$ cat config.mk
export PLATFORM = sky130hd
export DESIGN_NAME = rv_cpu
export DESIGN_NICKNAME = d
export VERILOG_FILES = /design/src/logic/rv_core_pkg.sv /design/src/logic/instr_decoder.sv /design/src/logic/reg_file.sv /design/src/logic/core_datapath.sv /design/src/logic/request_unit.sv /design/src/logic/keypad_scanner.sv /design/src/logic/rv_cpu.sv
export VERILOG_INCLUDE_DIRS = /design/src /design/src/logic
export SDC_FILE = /design/constraint.sdc
export NUM_CORES = 2
export LEC_CHECK = 0
export BUFFER_PORTS_ARGS = -buffer_cell sky130_fd_sc_hd__buf_2
export CAP_MARGIN = 10
export CELL_PAD_IN_SITES_DETAIL_PLACEMENT = 0
export CELL_PAD_IN_SITES_GLOBAL_PLACEMENT = 1
export CORE_MARGIN = 2
export CORE_UTILIZATION = 55
export DETAILED_ROUTE_END_ITERATION = 16
export PLACE_DENSITY = 0.93
export RECOVER_POWER = 100
export SLEW_MARGIN = 20
export SYNTH_ARGS = -nofsm -noshare
export SYNTH_HDL_FRONTEND = slang
export SYNTH_HIERARCHICAL = 1
export SYNTH_SLANG_ARGS = --single-unit
$ cat constraint.sdc
create_clock -name clk -period 12.35 [get_ports clk]
set_input_delay 1.235 -clock clk [delete_from_list [all_inputs] [get_ports clk]]
set_output_delay 1.235 -clock clk [all_outputs]
set_load 0.005 [all_outputs]
$ cat src/logic/rv_core_params.svh
// Core parameter macros
`ifndef RV_CORE_PARAMS_SVH
`define RV_CORE_PARAMS_SVH

// Data and address width
`define RV_XLEN 32

// Architectural register count
`define RV_NUM_REGS 32

// Load address answered by the keypad scanner
`define RV_KEYPAD_ADDR 32'h0000_1000

// Clock cycles each keypad column stays driven
`define RV_SCAN_DIV 16

`endif

$ cat src/logic/rv_core_pkg.sv
// Core types and encodings
`include "rv_core_params.svh"

package rv_core_pkg;

  // Major opcodes of the supported subset
  typedef enum logic [6:0] {
    OP_REG    = 7'b0110011,
    OP_IMM    = 7'b0010011,
    OP_LUI    = 7'b0110111,
    OP_LOAD   = 7'b0000011,
    OP_STORE  = 7'b0100011,
    OP_BRANCH = 7'b1100011,
    OP_JAL    = 7'b1101111
  } rv_opcode_e;

  typedef enum logic [2:0] {
    ALU_ADD,
    ALU_SUB,
    ALU_AND,
    ALU_OR,
    ALU_XOR,
    ALU_SLT,
    ALU_PASS_B
  } rv_alu_op_e;

  // Sequencer states
  typedef enum logic [1:0] {
    ST_FETCH,
    ST_EXEC,
    ST_MEM
  } rv_state_e;

  typedef struct packed {
    logic [6:0] funct7;
    logic [4:0] rs2;
    logic [4:0] rs1;
    logic [2:0] funct3;
    logic [4:0] rd;
    logic [6:0] opcode;
  } rv_fmt_r_t;

  typedef struct packed {
    logic [11:0] imm;
    logic [4:0]  rs1;
    logic [2:0]  funct3;
    logic [4:0]  rd;
    logic [6:0]  opcode;
  } rv_fmt_i_t;

  typedef struct packed {
    logic [6:0] imm_hi;
    logic [4:0] rs2;
    logic [4:0] rs1;
    logic [2:0] funct3;
    logic [4:0] imm_lo;
    logic [6:0] opcode;
  } rv_fmt_s_t;

  typedef struct packed {
    logic       imm12;
    logic [5:0] imm10_5;
    logic [4:0] rs2;
    logic [4:0] rs1;
    logic [2:0] funct3;
    logic [3:0] imm4_1;
    logic       imm11;
    logic [6:0] opcode;
  } rv_fmt_b_t;

  typedef struct packed {
    logic [19:0] imm;
    logic [4:0]  rd;
    logic [6:0]  opcode;
  } rv_fmt_u_t;

  typedef struct packed {
    logic       imm20;
    logic [9:0] imm10_1;
    logic       imm11;
    logic [7:0] imm19_12;
    logic [4:0] rd;
    logic [6:0] opcode;
  } rv_fmt_j_t;

  // One instruction word, viewed per format
  typedef union packed {
    rv_fmt_r_t r;
    rv_fmt_i_t i;
    rv_fmt_s_t s;
    rv_fmt_b_t b;
    rv_fmt_u_t u;
    rv_fmt_j_t j;
  } rv_instr_u;

  typedef struct packed {
    rv_alu_op_e alu_op;
    logic       alu_src_imm;
    logic       reg_write;
    logic       mem_read;
    logic       mem_write;
    logic       branch_eq;
    logic       branch_ne;
    logic       jump;
    logic       lui;
  } rv_ctrl_t;

  // Data access from the datapath
  typedef struct packed {
    logic [`RV_XLEN-1:0] addr;
    logic [`RV_XLEN-1:0] wdata;
    logic                read;
    logic                write;
  } rv_mem_req_t;

  // Outgoing bus request
  typedef struct packed {
    logic [`RV_XLEN-1:0] adr;
    logic [`RV_XLEN-1:0] dat;
    logic [3:0]          sel;
    logic                read;
    logic                write;
  } rv_bus_req_t;

endpackage

$ cat src/logic/instr_decoder.sv
// Instruction decoder
`timescale 1ns/1ps
`include "rv_core_params.svh"

module instr_decoder (
  input  rv_core_pkg::rv_instr_u instr_i,
  output rv_core_pkg::rv_ctrl_t  ctrl_o,
  output logic [`RV_XLEN-1:0]    imm_o
);
  import rv_core_pkg::*;

  logic [6:0] opcode;
  logic [2:0] funct3;

  assign opcode = instr_i.r.opcode;
  assign funct3 = instr_i.i.funct3;

  // Sign-extended immediate, format picked by opcode
  always_comb begin
    case (opcode)
      OP_IMM, OP_LOAD: begin
        imm_o = {{(`RV_XLEN-12){instr_i.i.imm[11]}}, instr_i.i.imm};
      end
      OP_STORE: begin
        imm_o = {{(`RV_XLEN-12){instr_i.s.imm_hi[6]}}, instr_i.s.imm_hi, instr_i.s.imm_lo};
      end
      OP_BRANCH: begin
        imm_o = {{(`RV_XLEN-12){instr_i.b.imm12}}, instr_i.b.imm11,
                 instr_i.b.imm10_5, instr_i.b.imm4_1, 1'b0};
      end
      OP_LUI: begin
        imm_o = {instr_i.u.imm, 12'b0};
      end
      OP_JAL: begin
        imm_o = {{(`RV_XLEN-20){instr_i.j.imm20}}, instr_i.j.imm19_12,
                 instr_i.j.imm11, instr_i.j.imm10_1, 1'b0};
      end
      default: begin
        imm_o = '0;
      end
    endcase
  end

  // Control bits; anything unknown stays all zero
  always_comb begin
    ctrl_o = '0;
    case (opcode)
      OP_REG: begin
        ctrl_o.reg_write = 1'b1;
        case (funct3)
          3'b000:  ctrl_o.alu_op = instr_i.r.funct7[5] ? ALU_SUB : ALU_ADD;
          3'b010:  ctrl_o.alu_op = ALU_SLT;
          3'b100:  ctrl_o.alu_op = ALU_XOR;
          3'b110:  ctrl_o.alu_op = ALU_OR;
          3'b111:  ctrl_o.alu_op = ALU_AND;
          default: ctrl_o = '0;
        endcase
      end
      OP_IMM: begin
        ctrl_o.reg_write   = 1'b1;
        ctrl_o.alu_src_imm = 1'b1;
        case (funct3)
          3'b000:  ctrl_o.alu_op = ALU_ADD;
          3'b100:  ctrl_o.alu_op = ALU_XOR;
          3'b110:  ctrl_o.alu_op = ALU_OR;
          3'b111:  ctrl_o.alu_op = ALU_AND;
          default: ctrl_o = '0;
        endcase
      end
      OP_LUI: begin
        ctrl_o.reg_write   = 1'b1;
        ctrl_o.alu_src_imm = 1'b1;
        ctrl_o.alu_op      = ALU_PASS_B;
        ctrl_o.lui         = 1'b1;
      end
      OP_LOAD: begin
        if (funct3 == 3'b010) begin
          ctrl_o.reg_write   = 1'b1;
          ctrl_o.alu_src_imm = 1'b1;
          ctrl_o.mem_read    = 1'b1;
        end
      end
      OP_STORE: begin
        if (funct3 == 3'b010) begin
          ctrl_o.alu_src_imm = 1'b1;
          ctrl_o.mem_write   = 1'b1;
        end
      end
      OP_BRANCH: begin
        ctrl_o.alu_op    = ALU_SUB;
        ctrl_o.branch_eq = (funct3 == 3'b000);
        ctrl_o.branch_ne = (funct3 == 3'b001);
      end
      OP_JAL: begin
        ctrl_o.reg_write = 1'b1;
        ctrl_o.jump      = 1'b1;
      end
      default: begin
        ctrl_o = '0;
      end
    endcase
  end

endmodule

$ cat src/logic/reg_file.sv
// Integer register file
`timescale 1ns/1ps
`include "rv_core_params.svh"

module reg_file (
  input  logic                clk,
  input  logic                rst_n_i,
  input  logic [4:0]          rs1_i,
  input  logic [4:0]          rs2_i,
  input  logic [4:0]          rd_i,
  input  logic                rd_we_i,
  input  logic [`RV_XLEN-1:0] rd_data_i,
  output logic [`RV_XLEN-1:0] rs1_data_o,
  output logic [`RV_XLEN-1:0] rs2_data_o
);

  logic [`RV_XLEN-1:0] regs [`RV_NUM_REGS];

  always_ff @(posedge clk) begin
    if (!rst_n_i) begin
      for (int k = 0; k < `RV_NUM_REGS; k++) begin
        regs[k] <= '0;
      end
    end else if (rd_we_i && (rd_i != 5'd0)) begin
      regs[rd_i] <= rd_data_i;
    end
  end

  // x0 is hardwired to zero
  assign rs1_data_o = (rs1_i == 5'd0) ? '0 : regs[rs1_i];
  assign rs2_data_o = (rs2_i == 5'd0) ? '0 : regs[rs2_i];

endmodule

$ cat src/logic/core_datapath.sv
// Multi-cycle core datapath
`timescale 1ns/1ps
`include "rv_core_params.svh"

module core_datapath (
  input  logic                    clk,
  input  logic                    rst_n_i,
  input  logic                    ihit_i,
  input  logic                    dhit_i,
  input  logic [`RV_XLEN-1:0]     rdata_i,
  input  rv_core_pkg::rv_ctrl_t   ctrl_i,
  input  logic [`RV_XLEN-1:0]     imm_i,
  input  logic [`RV_XLEN-1:0]     rs1_data_i,
  input  logic [`RV_XLEN-1:0]     rs2_data_i,
  output rv_core_pkg::rv_instr_u  instr_o,
  output logic                    fetch_req_o,
  output logic [`RV_XLEN-1:0]     fetch_addr_o,
  output rv_core_pkg::rv_mem_req_t mem_req_o,
  output logic                    rd_we_o,
  output logic [`RV_XLEN-1:0]     rd_data_o
);
  import rv_core_pkg::*;

  rv_state_e           state;
  logic [`RV_XLEN-1:0] pc;
  logic [`RV_XLEN-1:0] pc_plus4;
  logic [`RV_XLEN-1:0] next_pc;
  logic [`RV_XLEN-1:0] alu_a;
  logic [`RV_XLEN-1:0] alu_b;
  logic [`RV_XLEN-1:0] alu_result;
  logic                taken;
  logic                is_mem;

  // ALU operands; lui ignores rs1 entirely
  assign alu_a = ctrl_i.lui ? '0 : rs1_data_i;
  assign alu_b = ctrl_i.alu_src_imm ? imm_i : rs2_data_i;

  always_comb begin
    case (ctrl_i.alu_op)
      ALU_ADD:    alu_result = alu_a + alu_b;
      ALU_SUB:    alu_result = alu_a - alu_b;
      ALU_AND:    alu_result = alu_a & alu_b;
      ALU_OR:     alu_result = alu_a | alu_b;
      ALU_XOR:    alu_result = alu_a ^ alu_b;
      ALU_SLT:    alu_result = {{(`RV_XLEN-1){1'b0}}, $signed(alu_a) < $signed(alu_b)};
      ALU_PASS_B: alu_result = alu_b;
      default:    alu_result = alu_a + alu_b;
    endcase
  end

  // Branch compare works on the raw register values
  assign taken = (ctrl_i.branch_eq && (rs1_data_i == rs2_data_i)) ||
                 (ctrl_i.branch_ne && (rs1_data_i != rs2_data_i)) ||
                 ctrl_i.jump;
  assign pc_plus4 = pc + `RV_XLEN'd4;
  assign next_pc  = taken ? (pc + imm_i) : pc_plus4;
  assign is_mem   = ctrl_i.mem_read || ctrl_i.mem_write;

  always_ff @(posedge clk) begin
    if (!rst_n_i) begin
      state           <= ST_FETCH;
      pc              <= '0;
      fetch_req_o     <= 1'b0;
      mem_req_o.read  <= 1'b0;
      mem_req_o.write <= 1'b0;
    end else begin
      case (state)
        ST_FETCH: begin
          if (ihit_i) begin
            instr_o     <= rdata_i;
            fetch_req_o <= 1'b0;
            state       <= ST_EXEC;
          end else begin
            fetch_req_o <= 1'b1;
          end
        end
        ST_EXEC: begin
          pc <= next_pc;
          if (is_mem) begin
            mem_req_o.addr  <= alu_result;
            mem_req_o.wdata <= rs2_data_i;
            mem_req_o.read  <= ctrl_i.mem_read;
            mem_req_o.write <= ctrl_i.mem_write;
            state           <= ST_MEM;
          end else begin
            fetch_req_o <= 1'b1;
            state       <= ST_FETCH;
          end
        end
        ST_MEM: begin
          // Hold the access until the request unit answers
          if (dhit_i) begin
            mem_req_o.read  <= 1'b0;
            mem_req_o.write <= 1'b0;
            fetch_req_o     <= 1'b1;
            state           <= ST_FETCH;
          end
        end
        default: begin
          state <= ST_FETCH;
        end
      endcase
    end
  end

  assign fetch_addr_o = pc;

  // Writeback in execute, or on the load's completion cycle
  assign rd_we_o = ((state == ST_EXEC) && ctrl_i.reg_write && !ctrl_i.mem_read) ||
                   ((state == ST_MEM) && dhit_i && ctrl_i.mem_read);
  assign rd_data_o = (state == ST_MEM) ? rdata_i :
                     ctrl_i.jump       ? pc_plus4 : alu_result;

endmodule

$ cat src/logic/request_unit.sv
// Bus and keypad request unit
`timescale 1ns/1ps
`include "rv_core_params.svh"

module request_unit (
  input  logic                     clk,
  input  logic                     rst_n_i,
  input  logic                     fetch_req_i,
  input  logic [`RV_XLEN-1:0]      fetch_addr_i,
  input  rv_core_pkg::rv_mem_req_t mem_req_i,
  output logic                     ihit_o,
  output logic                     dhit_o,
  output logic [`RV_XLEN-1:0]      rdata_o,
  input  logic [4:0]               key_event_i,
  output logic                     key_pop_o,
  output rv_core_pkg::rv_bus_req_t bus_req_o,
  input  logic                     bus_busy_i,
  input  logic [`RV_XLEN-1:0]      bus_rdata_i
);
  import rv_core_pkg::*;

  rv_bus_req_t bus_req_q;
  logic        pend_fetch;
  logic        active;
  logic        bus_done;
  logic        data_req;
  logic        key_sel;
  logic        key_access;

  assign active   = bus_req_q.read || bus_req_q.write;
  assign bus_done = active && !bus_busy_i;
  assign data_req = mem_req_i.read || mem_req_i.write;
  assign key_sel  = (mem_req_i.addr == `RV_KEYPAD_ADDR);

  // Keypad accesses are answered locally while the bus is idle
  assign key_access = !active && data_req && key_sel;

  always_ff @(posedge clk) begin
    if (!rst_n_i) begin
      bus_req_q.read  <= 1'b0;
      bus_req_q.write <= 1'b0;
      pend_fetch      <= 1'b0;
    end else if (active) begin
      // Everything stays put until the slave drops busy
      if (!bus_busy_i) begin
        bus_req_q.read  <= 1'b0;
        bus_req_q.write <= 1'b0;
      end
    end else if (fetch_req_i) begin
      bus_req_q.adr   <= fetch_addr_i;
      bus_req_q.dat   <= '0;
      bus_req_q.sel   <= 4'hf;
      bus_req_q.read  <= 1'b1;
      bus_req_q.write <= 1'b0;
      pend_fetch      <= 1'b1;
    end else if (data_req && !key_sel) begin
      bus_req_q.adr   <= mem_req_i.addr;
      bus_req_q.dat   <= mem_req_i.wdata;
      bus_req_q.sel   <= 4'hf;
      bus_req_q.read  <= mem_req_i.read;
      bus_req_q.write <= mem_req_i.write;
      pend_fetch      <= 1'b0;
    end
  end

  assign bus_req_o = bus_req_q;

  assign ihit_o    = bus_done && pend_fetch;
  assign dhit_o    = (bus_done && !pend_fetch) || key_access;
  assign key_pop_o = key_access && mem_req_i.read;

  // Key event sits in the low bits, rest zero
  assign rdata_o = key_access ? {{(`RV_XLEN-5){1'b0}}, key_event_i} : bus_rdata_i;

endmodule

$ cat src/logic/keypad_scanner.sv
// 4x4 keypad scanner
`timescale 1ns/1ps
`include "rv_core_params.svh"

module keypad_scanner #(
  parameter int SCAN_DIV = `RV_SCAN_DIV
) (
  input  logic       clk,
  input  logic       rst_n_i,
  input  logic [3:0] rows_i,
  output logic [3:0] cols_o,
  input  logic       key_pop_i,
  output logic [4:0] key_event_o
);

  logic [$clog2(SCAN_DIV)-1:0] div_cnt;
  logic [1:0] col_idx;
  logic       col_step;
  logic [3:0] rows_meta;
  logic [3:0] rows_sync;
  logic       row_low;
  logic [1:0] row_idx;
  logic       scan_low;
  logic       pressed;
  logic       valid;
  logic [3:0] code;

  assign col_step = (div_cnt == SCAN_DIV - 1);
  assign row_low  = (rows_sync != 4'hf);

  // Lowest active row wins
  always_comb begin
    if (!rows_sync[0]) row_idx = 2'd0;
    else if (!rows_sync[1]) row_idx = 2'd1;
    else if (!rows_sync[2]) row_idx = 2'd2;
    else row_idx = 2'd3;
  end

  always_ff @(posedge clk) begin
    if (!rst_n_i) begin
      div_cnt   <= '0;
      col_idx   <= 2'd0;
      rows_meta <= 4'hf;
      rows_sync <= 4'hf;
      scan_low  <= 1'b0;
      pressed   <= 1'b0;
      valid     <= 1'b0;
      code      <= '0;
    end else begin
      rows_meta <= rows_i;
      rows_sync <= rows_meta;
      if (key_pop_i) begin
        valid <= 1'b0;
      end
      if (col_step) begin
        div_cnt <= '0;
        col_idx <= col_idx + 2'd1;
        // Rows are sampled at the end of each column slot
        if (row_low && !pressed) begin
          code    <= {row_idx, col_idx};
          valid   <= 1'b1;
          pressed <= 1'b1;
        end
        if (col_idx == 2'd3) begin
          scan_low <= 1'b0;
          if (!(scan_low || row_low)) begin
            pressed <= 1'b0;
          end
        end else begin
          scan_low <= scan_low || row_low;
        end
      end else begin
        div_cnt <= div_cnt + 1'b1;
      end
    end
  end

  // One column pulled low at a time
  assign cols_o      = ~(4'b0001 << col_idx);
  assign key_event_o = {valid, code};

endmodule

$ cat src/logic/rv_cpu.sv
// RV32I subset processor top
`timescale 1ns/1ps
`include "rv_core_params.svh"

module rv_cpu (
  input  logic                     clk,
  input  logic                     rst_n_i,
  input  logic                     bus_busy_i,
  input  logic [`RV_XLEN-1:0]      bus_rdata_i,
  input  logic [3:0]               rows_i,
  output rv_core_pkg::rv_bus_req_t bus_req_o,
  output logic [3:0]               cols_o
);
  import rv_core_pkg::*;

  rv_instr_u           instr;
  rv_ctrl_t            ctrl;
  rv_mem_req_t         mem_req;
  logic [`RV_XLEN-1:0] imm;
  logic [`RV_XLEN-1:0] rs1_data;
  logic [`RV_XLEN-1:0] rs2_data;
  logic [`RV_XLEN-1:0] rd_data;
  logic [`RV_XLEN-1:0] fetch_addr;
  logic [`RV_XLEN-1:0] rdata;
  logic                rd_we;
  logic                fetch_req;
  logic                ihit;
  logic                dhit;
  logic [4:0]          key_event;
  logic                key_pop;

  instr_decoder instr_decoder_inst (
    .instr_i (instr),
    .ctrl_o  (ctrl),
    .imm_o   (imm)
  );

  reg_file reg_file_inst (
    .clk        (clk),
    .rst_n_i    (rst_n_i),
    .rs1_i      (instr.r.rs1),
    .rs2_i      (instr.r.rs2),
    .rd_i       (instr.r.rd),
    .rd_we_i    (rd_we),
    .rd_data_i  (rd_data),
    .rs1_data_o (rs1_data),
    .rs2_data_o (rs2_data)
  );

  core_datapath core_datapath_inst (
    .clk          (clk),
    .rst_n_i      (rst_n_i),
    .ihit_i       (ihit),
    .dhit_i       (dhit),
    .rdata_i      (rdata),
    .ctrl_i       (ctrl),
    .imm_i        (imm),
    .rs1_data_i   (rs1_data),
    .rs2_data_i   (rs2_data),
    .instr_o      (instr),
    .fetch_req_o  (fetch_req),
    .fetch_addr_o (fetch_addr),
    .mem_req_o    (mem_req),
    .rd_we_o      (rd_we),
    .rd_data_o    (rd_data)
  );

  request_unit request_unit_inst (
    .clk          (clk),
    .rst_n_i      (rst_n_i),
    .fetch_req_i  (fetch_req),
    .fetch_addr_i (fetch_addr),
    .mem_req_i    (mem_req),
    .ihit_o       (ihit),
    .dhit_o       (dhit),
    .rdata_o      (rdata),
    .key_event_i  (key_event),
    .key_pop_o    (key_pop),
    .bus_req_o    (bus_req_o),
    .bus_busy_i   (bus_busy_i),
    .bus_rdata_i  (bus_rdata_i)
  );

  keypad_scanner #(
    .SCAN_DIV (`RV_SCAN_DIV)
  ) keypad_scanner_inst (
    .clk         (clk),
    .rst_n_i     (rst_n_i),
    .rows_i      (rows_i),
    .cols_o      (cols_o),
    .key_pop_i   (key_pop),
    .key_event_o (key_event)
  );

endmodule

==> impl_results.rst <==
.. list-table::
   :header-rows: 1

   * - Metric
     - Value
   * - WP data required
     - 12.88 ns
   * - Combinational power share
     - 7.6%
   * - Grt met1 use
     - 44.6%
   * - DRC
     - 0
   * - Antenna violation net count after detailed routing
     - 0
   * - Run status
     - complete, but fails checks
   * - Final-layout fill cell count
     - 9858
   * - GRT Residual Overflow
     - 0
   * - TritonCTS clock tree
     - done
   * - Bufs on Longest Clock Path
     - 3
   * - Post-detailed-placement cell area
     - 0.0753 mm²
   * - Compound-cell area share of the yosys netlist
     - 9.03%
   * - Cell with the largest stage delay on the worst path
     - sky130_fd_sc_hd__clkbuf_1
   * - Port buffer count
     - 108
   * - Die span in y
     - 367 µm
   * - Type of destination of the critical path
     - register
   * - Part of the Yosys area used for sequential elements
     - 50.6%
   * - Largest net degree at the start of global routing
     - 111
   * - Placeable core region
     - 0.131 mm²
   * - Sequential cell fraction of total power
     - 50.5%
   * - Pint
     - 7.24 mW
   * - Average via count per standard cell
     - 7.09
   * - Worst-case clock skew
     - 0.0510 ns
   * - Ys flop type
     - sky130_fd_sc_hd__edfxtp_1
   * - Largest family of logic cells by synthesized area
     - multiplexers
   * - Synth cell types
     - 106
   * - Synthesis-stage register bit count
     - 1245
   * - All-Layer GR Usage
     - 36.3%
   * - Weighted congestion at the end of routability-driven global placement
     - 1.04
   * - Worst-case vdd ir drop
     - 0.140 mV
   * - Clock-pin transition on the worst setup and hold timing paths
     - 0.06 ns
   * - Cell Count, Final, Fillers Out
     - 7465
   * - Die Width
     - 367 µm
   * - Share of post-route cells with drive strength above 1
     - 18.1%
   * - Data arrival at the endpoint of the critical path
     - 10.52 ns
   * - Number of instances resized during post-cts repair
     - 0
   * - Iteration count of the initial detailed-routing pass
     - 8
   * - Failing checks
     - capacitance limit, slew limit
   * - Worst min path class
     - reg2reg
   * - Drt first-iter violations
     - 7901
   * - Deepest level of the CTS H-tree
     - 4
   * - Max-cap violations
     - 57
   * - Crit path kind
     - reg2reg
   * - Cells traversed along the worst timing path
     - buf_12 -> clkbuf_1 -> mux4_2 -> mux2i_1 -> o211ai_1 -> o211a_1 -> mux2_1 -> inv_1 -> fa_1 -> a211oi_1 -> o211ai_1 -> a41o_1 -> o21a_1 -> o21ai_0 -> nand2_1 -> a21o_1 -> and3_1 -> nor3_1 -> a31oi_2 -> clkbuf_1 -> and2_0
   * - Cts bufs inserted
     - 135
   * - Cells after Synth
     - 5649
   * - Slew at the pin closest to its max-slew limit
     - 4.28 ns
   * - Mux share of post-synthesis cell area
     - 18.6%
   * - Cell area power density
     - 121 mW/mm²
   * - # clock sinks
     - 1245
   * - Clk pwr share
     - 41.9%
   * - Number of top-level design ports
     - 113
   * - Maximum operating frequency
     - 100 MHz
   * - Switching Share
     - 24.5%
   * - Netlist area before placement
     - 0.0726 mm²
   * - Met3 Use GR
     - 11.0%
   * - Number of global-route vias before repair
     - 51600
   * - Yosys warns
     - 6
   * - Final worst path period share
     - 80.9%
   * - Instance count after placement with tap cells included
     - 7216
   * - EDFF count, synth
     - 1184
   * - Clock latency of the later-clocked register in the worst-skew pair
     - 0.82 ns
   * - Final setup TNS
     - 0 ns
   * - M2 GR Usage
     - 55.7%
   * - Area share of fa/ha/maj cells after synthesis
     - 2.22%
   * - Core Util, Final
     - 60.4%
   * - Average detailed-routed wire length per instance
     - 33.2 µm
   * - Final Max Tran Viols
     - 1926
   * - Detail Placement HPWL
     - 157000 µm
   * - Area grow syn2layout
     - 9.16%
   * - Slowest Stage Delay on Critical Path
     - 1.99 ns
   * - Top library cells by usage in the layout, fill and taps aside
     - sky130_fd_sc_hd__edfxtp_1 (1184), sky130_fd_sc_hd__and2_0 (575), sky130_fd_sc_hd__mux4_2 (470)
   * - Most used routing layer in global routing
     - met2
   * - Worst-case hold slack
     - 0.402 ns
   * - Fin crit period
     - 9.99 ns
   * - P_leak
     - 27.9 nW
   * - Most common cell after layout, fill and taps aside
     - sky130_fd_sc_hd__edfxtp_1
   * - Number of hold-repair buffers added at the cts stage
     - 0
   * - Summed area of non-filler cells in the final layout
     - 0.0793 mm²
   * - Global-route wire length before repair
     - 355000 µm
   * - Total via count after detailed routing
     - 52900
   * - Total setup violations reported at the end of the flow
     - 0
   * - Simple-gate share of the synthesized area
     - 14.4%
   * - Post-detailed-routing wire length
     - 248000 µm
   * - Avg Cell Area, Syn
     - 12.9 µm²
   * - Setup repair bufs after CTS
     - 0
   * - Floorplan row count
     - 133
   * - Post-synthesis xor/xnor area fraction
     - 1.34%
   * - Clock Tree Root
     - sky130_fd_sc_hd__clkbuf_16
   * - Number of antenna violations at the first check in global routing
     - 14
   * - Initial cell density of the core
     - 55.3%
   * - Fin nets
     - 5764
   * - Ys async rst share
     - 0%
   * - Power spent charging and discharging nets
     - 2.35 mW
   * - Die Footprint
     - 0.135 mm²
   * - Count of endpoints failing hold in the final timing report
     - 0
   * - Setup repair after global routing missed its margin
     - no
   * - Largest fanout on the critical path
     - 110
   * - Max transition margin
     - -186%
   * - Critical path startpoint category
     - register
-- cell usage after synthesis (81+ instances only) --
master | number | area share [%]
sky130_fd_sc_hd__edfxtp_1 | 1184 | 49
sky130_fd_sc_hd__and2_1 | 1007 | 8.7
sky130_fd_sc_hd__mux4_2 | 470 | 15
sky130_fd_sc_hd__clkbuf_1 | 349 | 1.8
sky130_fd_sc_hd__nor2_1 | 223 | 1.2
sky130_fd_sc_hd__a21oi_1 | 199 | 1.4
sky130_fd_sc_hd__mux2i_1 | 195 | 2.7
sky130_fd_sc_hd__o21ai_0 | 161 | 1.1
sky130_fd_sc_hd__nand2_1 | 157 | 0.81
sky130_fd_sc_hd__inv_1 | 127 | 0.66
sky130_fd_sc_hd__ha_1 | 124 | 2.1
sky130_fd_sc_hd__nor2b_1 | 122 | 1.1
sky130_fd_sc_hd__o22ai_1 | 114 | 0.98
sky130_fd_sc_hd__xnor2_1 | 90 | 1.1
sky130_fd_sc_hd__mux2_2 | 81 | 1.3
-- power by group through the flow --
stage                     Combinational (mW)  Clock, mW  Sequential, mW
after detailed placement               0.705          0            4.91
final                                  0.728       4.02            4.84
after floorplan                        0.429          0            4.89
after global routing                   0.750       4.19            4.85
after CTS                              0.709       4.03            4.82
after global placement                 0.693          0            4.90
-- worst paths after layout --
kind | from | end | slack (ns) | cells after the start
max reg2reg | core_datapath_inst/instr_o[20]$_DFFE_PP_ | reg_file_inst/regs[24][24]$_SDFFCE_PN0P_ | 2.36 | 21
min | keypad_scanner_inst/rows_meta[2]$_SDFF_PN1_ | keypad_scanner_inst/rows_sync[2]$_SDFF_PN1_ | 0.40 | 1
min reg2reg | keypad_scanner_inst/rows_meta[2]$_SDFF_PN1_ | keypad_scanner_inst/rows_sync[2]$_SDFF_PN1_ | 0.40 | 1
max | core_datapath_inst/instr_o[20]$_DFFE_PP_ | reg_file_inst/regs[24][24]$_SDFFCE_PN0P_ | 2.36 | 21
-- layout make-up --
| type | count | area, µm² | share of cell area (%) |
|---|---|---|---|
| clock inverter | 86 | 832 | 1.05 |
| inverter | 135 | 507 | 0.639 |
| tap | 1755 | 2200 | 2.77 |
| multi-input combinational | 3806 | 33900 | 42.8 |
| sequential | 1245 | 36800 | 46.4 |
| clock buffer | 157 | 3490 | 4.40 |
| timing repair buffer | 275 | 1570 | 1.98 |
| antenna | 6 | 15.0 | 0.0189 |
-- critical path, delay by kind of cell (launching register included) --
kind,cells,cell delay [ns]
muxes,3,0.97
DFF,1,0.37
adders and majority gates,1,0.48
buffers and inverters,4,3.39
and+or+nand+nor,4,1.32
AOI/OAI and AO/OA,9,3.05
-- sequential cells by signal (all words and copies together) (netlist names), 4 cells and up --
| signal | count |
|---|---|
| keypad_scanner_inst/div_cnt | 4 |
| keypad_scanner_inst/rows_meta | 4 |
| reg_file_inst/regs | 1024 |
| core_datapath_inst/fetch_addr_o | 32 |
| core_datapath_inst/mem_req_o | 66 |
| keypad_scanner_inst/code | 4 |
| keypad_scanner_inst/rows_sync | 4 |
| request_unit_inst/bus_req_o | 66 |
| core_datapath_inst/instr_o | 32 |
-- cells by family (layout without fill, tap and decap cells) --
family | after synthesis | after routing
mux | 750 | 750
fa+ha+maj | 127 | 127
flops | 1245 | 1245
other cells | 2 | 42
buf+inv | 632 | 653
simple gates | 1817 | 1817
compound gates | 965 | 965
xor+xnor | 111 | 111
-- through the flow --
step	setup slack (ns)	power [mW]
global route	1.89	9.79
CTS	4.07	9.56
finish	2.36	9.59
global placement	4.22	5.59
floorplan	5.43	5.32
detailed placement	4.13	5.61
-- metal layers --
layer  share of wire, %  up-vias
li1                   -    21300
met1                 33    26000
met2                 45     4442
met3                 14     1073
met4                7.8       18
met5              0.044        -
Power figures use the tool's default switching activity.
